[src/include/jam_settings.svh]
`ifndef JAM_SETTINGS_SVH
`define JAM_SETTINGS_SVH

// problem size, workers and jobs alike
`define JAM_N 8

// one matrix entry
`define JAM_COST_W 7

// job index, 0 to 7
`define JAM_JOB_W 3

// sum of eight costs, 1016 at most
`define JAM_TOTAL_W 10

// 1-based job number on the output
`define JAM_OUT_JOB_W 4

// entries in a full cost matrix
`define JAM_LOADS 64

`endif

[src/hdl/jam_types_pkg.sv]
`include "jam_settings.svh"

package jam_types_pkg;

	// one cost entry
	typedef logic [`JAM_COST_W-1:0] cost_t;

	// job index, 0-based
	typedef logic [`JAM_JOB_W-1:0] job_t;

	// element w is the job of worker w
	typedef job_t [`JAM_N-1:0] perm_t;

	// total cost of one assignment
	typedef logic [`JAM_TOTAL_W-1:0] total_t;

	// job as presented on the output, 1-based
	typedef logic [`JAM_OUT_JOB_W-1:0] out_job_t;

	// all costs of one worker, element j for job j
	typedef cost_t [`JAM_N-1:0] cost_row_t;

endpackage

[src/hdl/jam_phase_pkg.sv]
package jam_phase_pkg;

	// controller phases
	typedef enum logic [1:0] {
		PH_LOAD,
		PH_SEARCH,
		PH_DRAIN,
		PH_OUTPUT
	} phase_t;

endpackage

[src/hdl/cand_if.sv]
`timescale 1ns/1ps

// one evaluated permutation per valid cycle, no handshake
interface cand_if;

	logic                  valid;
	jam_types_pkg::perm_t  perm;
	jam_types_pkg::total_t total;
	// final permutation of the walk
	logic                  last;

	modport src (
		output valid,
		output perm,
		output total,
		output last
	);

	modport dst (
		input valid,
		input perm,
		input total,
		input last
	);

endinterface

[src/hdl/cost_matrix.sv]
`timescale 1ns/1ps
`include "jam_settings.svh"

module cost_matrix (
	input  logic                      clk,
	input  logic                      rst_n,
	input  logic                      load_en,
	input  jam_types_pkg::cost_t      cost_in,
	output jam_types_pkg::cost_row_t  rows [`JAM_N]
);

	jam_types_pkg::cost_t store [`JAM_LOADS];

	// ----------------------------------------
	// shift-in storage
	// ----------------------------------------
	// new cost enters at the top, so the first of 64 ends at entry 0
	always_ff @(posedge clk or negedge rst_n) begin
		if (!rst_n) begin
			for (int k = 0; k < `JAM_LOADS; k++) begin
				store[k] <= '0;
			end
		end else if (load_en) begin
			for (int k = 0; k < `JAM_LOADS - 1; k++) begin
				store[k] <= store[k+1];
			end
			store[`JAM_LOADS-1] <= cost_in;
		end
	end

	// ----------------------------------------
	// row view
	// ----------------------------------------
	// entry (w, j) sits at 8w+j
	always_comb begin
		for (int w = 0; w < `JAM_N; w++) begin
			for (int j = 0; j < `JAM_N; j++) begin
				rows[w][j] = store[w*`JAM_N + j];
			end
		end
	end

endmodule

[src/hdl/perm_walker.sv]
`timescale 1ns/1ps
`include "jam_settings.svh"

module perm_walker (
	input  logic                 clk,
	input  logic                 rst_n,
	input  logic                 start,
	output jam_types_pkg::perm_t perm,
	output logic                 perm_valid,
	output logic                 perm_last
);

	jam_types_pkg::perm_t perm_q;
	jam_types_pkg::perm_t perm_nxt;
	logic                 active;
	logic                 has_ascent;

	// ----------------------------------------
	// next permutation, lexicographic
	// ----------------------------------------
	always_comb begin
		int                   piv;
		int                   pv;
		int                   sw;
		jam_types_pkg::perm_t swp;

		// rightmost ascent
		piv = -1;
		for (int i = 0; i < `JAM_N - 1; i++) begin
			if (perm_q[i] < perm_q[i+1]) begin
				piv = i;
			end
		end
		has_ascent = (piv >= 0);
		pv = has_ascent ? piv : 0;

		// suffix is descending, so the rightmost larger one is the smallest larger
		sw = `JAM_N - 1;
		for (int j = 0; j < `JAM_N; j++) begin
			if (j > pv && perm_q[j] > perm_q[pv]) begin
				sw = j;
			end
		end

		swp = perm_q;
		swp[pv] = perm_q[sw];
		swp[sw] = perm_q[pv];

		// reverse the suffix after the pivot
		perm_nxt = swp;
		for (int k = 0; k < `JAM_N; k++) begin
			if (k > pv) begin
				perm_nxt[k] = swp[`JAM_N + pv - k];
			end
		end
	end

	// ----------------------------------------
	// walk state
	// ----------------------------------------
	always_ff @(posedge clk or negedge rst_n) begin
		if (!rst_n) begin
			active <= 1'b0;
			for (int w = 0; w < `JAM_N; w++) begin
				perm_q[w] <= jam_types_pkg::job_t'(w);
			end
		end else if (start) begin
			// restart from the identity
			active <= 1'b1;
			for (int w = 0; w < `JAM_N; w++) begin
				perm_q[w] <= jam_types_pkg::job_t'(w);
			end
		end else if (active) begin
			if (!has_ascent) begin
				active <= 1'b0;
			end else begin
				perm_q <= perm_nxt;
			end
		end
	end

	assign perm       = perm_q;
	assign perm_valid = active;
	// descending order has no ascent left
	assign perm_last  = active && !has_ascent;

endmodule

[src/hdl/assign_cost_eval.sv]
`timescale 1ns/1ps
`include "jam_settings.svh"

module assign_cost_eval (
	input  logic                     clk,
	input  logic                     rst_n,
	input  jam_types_pkg::cost_row_t rows [`JAM_N],
	input  jam_types_pkg::perm_t     perm,
	input  logic                     perm_valid,
	input  logic                     perm_last,
	cand_if.src                      cand
);

	jam_types_pkg::total_t sum;

	// ----------------------------------------
	// cost of the current permutation
	// ----------------------------------------
	always_comb begin
		sum = '0;
		for (int w = 0; w < `JAM_N; w++) begin
			// worker w takes job perm[w]
			sum = sum + jam_types_pkg::total_t'(rows[w][perm[w]]);
		end
	end

	// ----------------------------------------
	// candidate register, one cycle latency
	// ----------------------------------------
	always_ff @(posedge clk or negedge rst_n) begin
		if (!rst_n) begin
			cand.valid <= 1'b0;
			cand.last  <= 1'b0;
		end else begin
			cand.valid <= perm_valid;
			cand.last  <= perm_valid && perm_last;
		end
	end

	// payload follows the flags
	always_ff @(posedge clk) begin
		cand.perm  <= perm;
		cand.total <= sum;
	end

endmodule

[src/hdl/best_tracker.sv]
`timescale 1ns/1ps

module best_tracker (
	input  logic                  clk,
	input  logic                  rst_n,
	input  logic                  clear,
	cand_if.dst                   cand,
	output jam_types_pkg::perm_t  best_perm,
	output jam_types_pkg::total_t best_total
);

	// high from clear until the last candidate is taken
	logic busy;
	logic take;

	// strictly smaller only, so the earliest minimum stays
	assign take = busy && cand.valid && (cand.total < best_total);

	always_ff @(posedge clk or negedge rst_n) begin
		if (!rst_n) begin
			busy       <= 1'b0;
			best_total <= '1;
		end else if (clear) begin
			busy       <= 1'b1;
			best_total <= '1;
		end else begin
			if (take) begin
				best_total <= cand.total;
			end
			if (cand.valid && cand.last) begin
				busy <= 1'b0;
			end
		end
	end

	// winning permutation
	always_ff @(posedge clk) begin
		if (take) begin
			best_perm <= cand.perm;
		end
	end

endmodule

[src/hdl/jam_ctrl.sv]
`timescale 1ns/1ps
`include "jam_settings.svh"

module jam_ctrl (
	input  logic                    clk,
	input  logic                    rst_n,
	input  logic                    in_valid,
	output logic                    load_en,
	output logic                    start,
	output logic                    clear,
	input  logic                    perm_last,
	input  jam_types_pkg::perm_t    best_perm,
	input  jam_types_pkg::total_t   best_total,
	output logic                    out_valid,
	output jam_types_pkg::out_job_t out_job,
	output jam_types_pkg::total_t   out_cost
);

	localparam int CNT_W = $clog2(`JAM_LOADS);

	jam_phase_pkg::phase_t phase;
	// load count, drain count and output index share this
	logic [CNT_W-1:0]      cnt;
	logic                  load_done;
	jam_types_pkg::job_t   idx;

	assign load_en   = (phase == jam_phase_pkg::PH_LOAD) && in_valid;
	assign load_done = load_en && (cnt == CNT_W'(`JAM_LOADS - 1));
	assign idx       = cnt[`JAM_JOB_W-1:0];

	// ----------------------------------------
	// phase FSM
	// ----------------------------------------
	always_ff @(posedge clk or negedge rst_n) begin
		if (!rst_n) begin
			phase <= jam_phase_pkg::PH_LOAD;
			cnt   <= '0;
			start <= 1'b0;
			clear <= 1'b0;
		end else begin
			// start and clear pulse the cycle after the last cost
			start <= load_done;
			clear <= load_done;
			case (phase)
				jam_phase_pkg::PH_LOAD: begin
					if (load_done) begin
						phase <= jam_phase_pkg::PH_SEARCH;
						cnt   <= '0;
					end else if (load_en) begin
						cnt <= cnt + 1'b1;
					end
				end
				jam_phase_pkg::PH_SEARCH: begin
					if (perm_last) begin
						phase <= jam_phase_pkg::PH_DRAIN;
					end
				end
				jam_phase_pkg::PH_DRAIN: begin
					// evaluator and tracker settle in two cycles
					if (cnt == CNT_W'(1)) begin
						phase <= jam_phase_pkg::PH_OUTPUT;
						cnt   <= '0;
					end else begin
						cnt <= cnt + 1'b1;
					end
				end
				default: begin
					if (cnt == CNT_W'(`JAM_N - 1)) begin
						phase <= jam_phase_pkg::PH_LOAD;
						cnt   <= '0;
					end else begin
						cnt <= cnt + 1'b1;
					end
				end
			endcase
		end
	end

	// ----------------------------------------
	// output registers
	// ----------------------------------------
	always_ff @(posedge clk or negedge rst_n) begin
		if (!rst_n) begin
			out_valid <= 1'b0;
			out_job   <= '0;
			out_cost  <= '0;
		end else if (phase == jam_phase_pkg::PH_OUTPUT) begin
			out_valid <= 1'b1;
			out_job   <= jam_types_pkg::out_job_t'(best_perm[idx]) +
				jam_types_pkg::out_job_t'(1);
			out_cost  <= best_total;
		end else begin
			out_valid <= 1'b0;
			out_job   <= '0;
			out_cost  <= '0;
		end
	end

endmodule

[src/hdl/jam.sv]
`timescale 1ns/1ps
`include "jam_settings.svh"

module jam (
	input  logic                    clk,
	input  logic                    rst_n,
	input  logic                    in_valid,
	input  jam_types_pkg::cost_t    in_cost,
	output logic                    out_valid,
	output jam_types_pkg::out_job_t out_job,
	output jam_types_pkg::total_t   out_cost
);

	logic                     load_en;
	logic                     start;
	logic                     clear;
	jam_types_pkg::cost_row_t rows [`JAM_N];
	jam_types_pkg::perm_t     perm;
	logic                     perm_valid;
	logic                     perm_last;
	jam_types_pkg::perm_t     best_perm;
	jam_types_pkg::total_t    best_total;

	// evaluator to tracker
	cand_if cand ();

	// ----------------------------------------
	// datapath
	// ----------------------------------------
	cost_matrix cost_matrix_inst (
		.clk     (clk),
		.rst_n   (rst_n),
		.load_en (load_en),
		.cost_in (in_cost),
		.rows    (rows)
	);

	perm_walker perm_walker_inst (
		.clk        (clk),
		.rst_n      (rst_n),
		.start      (start),
		.perm       (perm),
		.perm_valid (perm_valid),
		.perm_last  (perm_last)
	);

	assign_cost_eval assign_cost_eval_inst (
		.clk        (clk),
		.rst_n      (rst_n),
		.rows       (rows),
		.perm       (perm),
		.perm_valid (perm_valid),
		.perm_last  (perm_last),
		.cand       (cand.src)
	);

	best_tracker best_tracker_inst (
		.clk        (clk),
		.rst_n      (rst_n),
		.clear      (clear),
		.cand       (cand.dst),
		.best_perm  (best_perm),
		.best_total (best_total)
	);

	// ----------------------------------------
	// control and output
	// ----------------------------------------
	jam_ctrl jam_ctrl_inst (
		.clk        (clk),
		.rst_n      (rst_n),
		.in_valid   (in_valid),
		.load_en    (load_en),
		.start      (start),
		.clear      (clear),
		.perm_last  (perm_last),
		.best_perm  (best_perm),
		.best_total (best_total),
		.out_valid  (out_valid),
		.out_job    (out_job),
		.out_cost   (out_cost)
	);

endmodule

[config.mk]
export PLATFORM = sky130hd
export DESIGN_NAME = jam
export DESIGN_NICKNAME = d
export VERILOG_FILES = /design/src/hdl/jam_types_pkg.sv /design/src/hdl/jam_phase_pkg.sv /design/src/hdl/cand_if.sv /design/src/hdl/cost_matrix.sv /design/src/hdl/perm_walker.sv /design/src/hdl/assign_cost_eval.sv /design/src/hdl/best_tracker.sv /design/src/hdl/jam_ctrl.sv /design/src/hdl/jam.sv
export VERILOG_INCLUDE_DIRS = /design/src /design/src/include
export SDC_FILE = /design/constraint.sdc
export NUM_CORES = 1
export LEC_CHECK = 0
export CAP_MARGIN = 0
export CORE_MARGIN = 1.5
export CORE_UTILIZATION = 55
export CTS_CLUSTER_DIAMETER = 80
export CTS_CLUSTER_SIZE = 8
export DETAILED_ROUTE_END_ITERATION = 10
export DONT_BUFFER_PORTS = 1
export PLACE_DENSITY_LB_ADDON = 0.05
export SETUP_SLACK_MARGIN = 0.3
export SYNTH_ARGS = -nofsm -noshare
export SYNTH_HDL_FRONTEND = slang
export SYNTH_SLANG_ARGS = --single-unit
[constraint.sdc]
create_clock -name clk -period 8.9 [get_ports clk]
set_input_delay 1.78 -clock clk [delete_from_list [all_inputs] [get_ports clk]]
set_output_delay 1.78 -clock clk [all_outputs]
set_load 0.03 [all_outputs]
== Word-level counts from Yosys, hierarchy flattened ==
Index checks and enable logic that the tools add are counted.
Word-level totals
  register bits after elaboration: 568
  input port bits: 10
  word-level logic and storage cells: 302
Operators by class
  add/subtract/negate cells: 17
  magnitude comparators: 46
  equal/unequal tests: 10
  mux-type cells: 101
  bitwise logic cells: 1
  reductions and logical operators: 27
Operators with widths (number)
  32-bit by 5-bit < comparator with 1-bit output (second input constant): 9
  32-bit two-way mux: 8
  7-bit binary-select mux with 3-bit select: 8
  4-bit by 32-bit greater-than comparator with 1-bit output (first input constant): 4
  32-bit by 4-bit subtractor with 32-bit output (second input constant): 4
  3-bit two-way mux: 39
  3-bit binary-select mux with 3-bit select: 11
  24-bit two-way mux: 3
  32-bit by 1-bit greater-or-equal comparator with 1-bit output (second input constant): 2
  3-bit by 32-bit greater-than comparator with 1-bit output (first input constant): 2
  32-bit by 3-bit subtractor with 32-bit output (second input constant): 2
  10-bit by 7-bit adder with 10-bit output: 6
  7-bit two-way mux: 8
  24-bit bitwise mux: 2
  3-bit by 4-bit < comparator with 1-bit output (second input constant): 10
  5-bit by 32-bit adder with 32-bit output (first input constant): 1
  1-bit by 32-bit greater-than comparator with 1-bit output (first input constant): 1
  2-bit by 32-bit greater-than comparator with 1-bit output (first input constant): 1
  32-bit by 2-bit subtractor with 32-bit output (second input constant): 1
  10-bit two-way mux: 3
  3-bit greater-than comparator: 8
  6-bit two-way mux: 4
  3-bit < comparator: 7
  3-bit demux with 3-bit select: 2
  other kinds (26): 56

== Longest topological paths before layout ==
  word-level depth: 35
  mapped depth: 31
  mapped depth without buffers: 27

== By module ==
From an unflattened synthesis, not the netlist that was laid out.
Second synthesis, totals
  cell total of the unflattened synthesis: 2170
  area total of the unflattened synthesis: 30359.1 um^2
Modules (own cells, without submodules)
  cost_matrix: times used 1, cells an instance 946, area each 16799.9 um^2, seq. area each 11210.8 um^2
  assign_cost_eval: times used 1, cells an instance 389, area each 6020.8 um^2, seq. area each 730.7 um^2
  perm_walker: times used 1, cells an instance 627, area each 4673.2 um^2, seq. area each 640.6 um^2
  best_tracker: times used 1, cells an instance 97, area each 1554.0 um^2, seq. area each 1008.5 um^2
  jam_ctrl: times used 1, cells an instance 111, area each 1311.3 um^2, seq. area each 600.6 um^2

== Worst setup path after synthesis ==
Ideal clock, no wire load.
  path type: reg-to-reg
  from: register perm_walker_inst.perm_q (netlist bit perm_walker_inst.perm[20])
  to: register perm_walker_inst.perm_q (netlist bit perm_walker_inst.perm[5])
  arrival: 6.435 ns
  setup slack: 2.336 ns
  cell stages (with the launch flop): 30
  buffers on the path: 4
  path through: dfstp_2 clkbuf_1 inv_1 clkbuf_1 ha_1 nand2_1 o21a_2 nor3_4 inv_2 buf_6 o21ai_0 nor2_1 inv_1 mux2i_1 a211oi_1 inv_1 ha_1 nand2_1 o21ai_0 a211oi_1 o21ai_0 o211ai_2 a211o_1 or4_1 buf_2 mux2i_1 mux2_2 mux4_2 nor2_1 o22ai_1
Between the ends
  word-level cells in the longest chain between the ends: 30
  elaborated cells on any way between the ends: 67
Ends and longest elaborated chain
  from (decl): RTL line perm_walker.sv:13  | jam_types_pkg::perm_t perm_q;
  from (signal, indexed assignment): RTL line perm_walker.sv:65  | perm_q[w] <= jam_types_pkg::job_t'(w);
  from (signal, indexed assignment): RTL line perm_walker.sv:71  | perm_q[w] <= jam_types_pkg::job_t'(w);
  from (signal assigned): RTL line perm_walker.sv:77  | perm_q <= perm_nxt;
  3-bit < comparator: RTL line perm_walker.sv:30  | if (perm_q[i] < perm_q[i+1]) begin
  32-bit two-way mux (2 in a row): RTL line perm_walker.sv:30
  32-bit by 1-bit greater-or-equal comparator with 1-bit output: RTL line perm_walker.sv:34  | has_ascent = (piv >= 0);
  32-bit two-way mux: RTL line perm_walker.sv:35  | pv = has_ascent ? piv : 0;
  3-bit binary-select mux with 3-bit select: RTL line perm_walker.sv:40, perm_walker.sv:47
  3-bit two-way mux (not written as such) (2 in a row): RTL line perm_walker.sv:40, perm_walker.sv:47
  3-bit greater-than comparator: RTL line perm_walker.sv:40  | if (j > pv && perm_q[j] > perm_q[pv]) begin
  1-bit logical AND: RTL line perm_walker.sv:40
  [... 11 more ...]
  3-bit demux with 3-bit select / 24-bit bitwise mux (equally long branches)
  24-bit bitwise mux: RTL line perm_walker.sv:47  | swp[sw] = perm_q[pv];
  3-bit binary-select mux with 3-bit select: RTL line perm_walker.sv:53  | perm_nxt[k] = swp[`JAM_N + pv - k];
  3-bit two-way mux (2 in a row): RTL line perm_walker.sv:53
  3-bit two-way mux: RTL line perm_walker.sv:52  | if (k > pv) begin
  24-bit two-way mux: RTL line perm_walker.sv:74  | if (!has_ascent) begin
  24-bit two-way mux: RTL line perm_walker.sv:73  | end else if (active) begin
  24-bit two-way mux: RTL line perm_walker.sv:67  | end else if (start) begin
Several ways; a longest one is shown, not always the timed one. The select of a mux whose other input is x is not followed.
A chain may end at the register's enable or synchronous reset.

== Worst setup path after layout ==
  from: register perm_walker_inst.perm_q (netlist bit perm_walker_inst.perm[23])
  to: register perm_walker_inst.perm_q (netlist bit perm_walker_inst.perm[10])
Between the ends
  word-level cells in the longest chain between the ends: 29
  elaborated cells on any way between the ends: 65
Ends and longest elaborated chain (RTL line)
  3-bit < comparator: perm_walker.sv:30
  32-bit two-way mux: perm_walker.sv:30
  32-bit by 1-bit greater-or-equal comparator with 1-bit output: perm_walker.sv:34
  32-bit two-way mux: perm_walker.sv:35
  3-bit binary-select mux with 3-bit select: perm_walker.sv:40, perm_walker.sv:47
  3-bit two-way mux (not written as such) (2 in a row): perm_walker.sv:40, perm_walker.sv:47
  3-bit greater-than comparator: perm_walker.sv:40
  1-bit logical AND: perm_walker.sv:40
  [... 11 more ...]
  3-bit demux with 3-bit select / 24-bit bitwise mux (equally long branches)
  24-bit bitwise mux: perm_walker.sv:47
  3-bit binary-select mux with 3-bit select: perm_walker.sv:53
  3-bit two-way mux (2 in a row): perm_walker.sv:53
  3-bit two-way mux: perm_walker.sv:52
  24-bit two-way mux: perm_walker.sv:74
  24-bit two-way mux: perm_walker.sv:73
  24-bit two-way mux: perm_walker.sv:67
Several ways; a longest one is shown, not always the timed one. The select of a mux whose other input is x is not followed.

==> results.yml <==
timing:
  period_share_pct: 84.2
  finalMaxSlewViolations: 340
  rsz0062_at_grt: "false"
  hold_ws_ns: 0.385
  fin_tns_setup_ns: 0
  finalClockSkew_ns: 0.0274
  fin_ws_ns: 1.40
  min_period_ns: 7.50
  slew_headroom_pct: -70.1
  timing_hold_violations_final: 0
  max_freq_mhz: 133
  finalSetupViolCount: 0
  worstMarginPinSlew_ns: 2.55
place:
  io_buffers: 0
  post-dp-hpwl_um: 55800
  pre_cts_ws_ns: 1.55
  place_congestion: 1.02
  placed_cell_area_um2: 30700
  placed_cells: 2974
global_routing:
  grt_max_degree: 511
  gr-total-overflow: 0
  antenna_found_initial: 1
  grt_pass1_vias: 19700
  grt_use_total_pct: 30.1
  grt_pass1_wl_um: 122000
yosys:
  ys_top_cells_by_count: "dfrtp_1 (488), mux2_2 (461), nand2_1 (216)"
  yosysMostFrequentCell: "dfrtp_1"
  yosysUniqueCellTypes: 96
  netlist_top_cells_area: "dfrtp_1 (41%), mux2_2 (18%), mux4_2 (9.1%)"
  synth.avg_cell_area_um2: 12.8
  seq_area_frac_synth_pct: 48.2
  yosys_warnings: 0
  ys_seq_elements: 568
  mappedNetlistNets: 2419
  syn_inst: 2303
  synth_edf_count: 24
  synth_area_leader_cell: "dfrtp_1"
  synth_area_um2: 29500
  synth_ff_type: "dfrtp_1"
  async_reset_ff_share_pct: 89.8
  synth_top_cell_area_share_pct: 41.5
floorplan:
  num_rows: 84
  die_h_um: 234
  start_util_pct: 55.8
  core_um2: 52800
  fp.dieW_um: 234
  ios: 25
  die-area_um2: 55000
run:
  cap_violations: 0
cells_and_area:
  fin_util_pct: 62.6
  regArea_um2: 14200
  final_area_um2: 33000
  multi_input_area_um2: 14400
  nFillCells: 4043
  finalNonFillerCells: 3098
  drive_gt1_share_pct: 35.2
  diodes: 0
  area_growth_pct: 12.2
  fin_nets: 2486
pwr:
  ir_drop_mv: 0.150
  p_per_area_nw_per_um2: 164
  finalPower_mw: 5.43
  power.leakage_nw: 15.9
clocking:
  ctsResizeCount: 0
  h-tree-depth: 3
  insertion_delay_ns: 0.63
  clkTransAtPathRegs_ns: 0.06
  cts.sinks: 568
  clockBufferDepth: 3
  cts_buffers: 82
  post-cts-setup-buffers: 0
  cts_root_buffer: "clkbuf_16"
  cts_tree: "built"
  cts_hold_buf: 0
detailed_routing:
  ant_nets: 0
  post_drt_wl_per_cell_um: 25.9
  drc: 3
  vias: 19300
  totalWireLength_um: 80300
  drt-initial-drc-count: 1577
  firstDrtPassIters: 11
  via_per_inst: 6.23
hold_path:
  hold_class: "reg -> reg"
  holdPathStages: 0
  hold_start: "assign_cost_eval_inst.cand.perm[18]$_DFF_P_"
critical_path:
  cpPeakStageDelay_ns: 0.73
  cpMostUsedCell: "buf_4"
  setup.worst_path.start_class: "register"
  crit_path_end_kind: "register"
  worstSetupStartpoint: "perm_walker_inst.perm[23]$_DFFE_PN1P_"
  cp_slowest_cell: "dfstp_2"
  r2r.worst_path.cells: 32
  worstPathRequired_ns: 9.47
  r2r_start: "perm_walker_inst.perm[23]$_DFFE_PN1P_"
  crit_fanout: 21
  cp_data_arrival_time_ns: 8.07
  path_class: "reg -> reg"
run_status:
  status: "complete, but fails checks"
  violations: "DRC, slew limit"
[cell families (layout without fill, tap and decap cells)]
| logic type | Yosys count | in the layout | share of synthesized area (%) |
|---|---|---|---|
| compound gates | 348 | 348 | 8.38 |
| xor+xnor | 17 | 17 | 0.505 |
| fa+ha+maj | 106 | 106 | 5.37 |
| buf+inv | 221 | 328 | 2.99 |
| flops | 568 | 568 | 48.2 |
| mux | 622 | 622 | 28.2 |
| simple gates | 421 | 421 | 6.43 |
[sequential cells by signal, indices dropped and copies added (netlist names), 2 cells and up]
name                              cells
jam_ctrl_inst.cnt                     6
best_tracker_inst.best_total         10
assign_cost_eval_inst.cand.total     10
jam_ctrl_inst.phase                   2
best_tracker_inst.best_perm          24
jam_ctrl_inst.out_job                 4
cost_matrix_inst.rows               448
assign_cost_eval_inst.cand.perm      24
jam_ctrl_inst.out_cost               10
perm_walker_inst.perm                24
[routing by layer]
layer  share of wire, %  vias up  global-route usage (%)
met1                 43     9862                    39.9
met4                4.1        0                    12.2
met2                 47      581                    48.5
li1                   -     8666                       -
met5                  0        -                       0
met3                5.8      182                    6.31
[where the power goes]
part / total, mW / internal [mW] / switching (mW)
combinational: 0.000182 / 0.0000725 / 0.000103
sequential: 2.60 / 2.60 / 0
clock: 2.83 / 1.70 / 1.13
total: 5.43 / 4.30 / 1.13
[path summary, 6_finish.rpt]
check	slack (ns)	endpoint
worst max-delay path	1.40	perm_walker_inst.perm[10]$_DFFE_PN1P_
worst min register to register	0.39	best_tracker_inst.best_perm[18]$_DFFE_PP_
max in group asynchronous	6.02	cost_matrix_inst.rows[29]$_DFFE_PN0P_
min in group asynchronous	0.87	cost_matrix_inst.rows[402]$_DFFE_PN0P_
worst min-delay path	0.39	best_tracker_inst.best_perm[18]$_DFFE_PP_
worst max register to register	1.40	perm_walker_inst.perm[10]$_DFFE_PN1P_
[layout make-up]
cell class / instances / area share, %
clock buffer: 115 / 6.64
clock inverter: 9 / 0.398
inverter: 81 / 0.920
multi-input combinational: 1514 / 43.6
sequential: 568 / 42.9
tap: 688 / 2.60
timing repair buffer: 123 / 2.91
[placed cells by master (no fill, tap or decap), types with 19 or more instances in the layout]
cell type,netlist,layout
a21oi_1,67,67
and2_1,19,19
inv_1,72,72
o21ai_0,55,55
dfrtp_1,488,488
mux2i_1,41,41
nor2_1,70,69
nand3_1,22,22
ha_1,72,72
clkbuf_16,0,82
fa_1,34,34
mux4_2,119,119
buf_4,3,120
edfxtp_1,24,24
clkbuf_1,111,31
mux2_2,461,461
dfstp_2,22,22
o211ai_1,21,21
nand2_1,216,215
nor3_1,30,30
dfxtp_1,34,34
[worst max-delay path, delay by kind of cell (launching register included)]
| family | cells | cell delay (ns) |
|---|---|---|
| AOI/OAI and AO/OA | 13 | 2.69 |
| DFF | 1 | 0.73 |
| and+or+nand+nor | 8 | 1.35 |
| buffers and inverters | 9 | 1.91 |
| adders and majority gates | 2 | 0.74 |
Note: power is estimated with default switching activity, not from simulation.
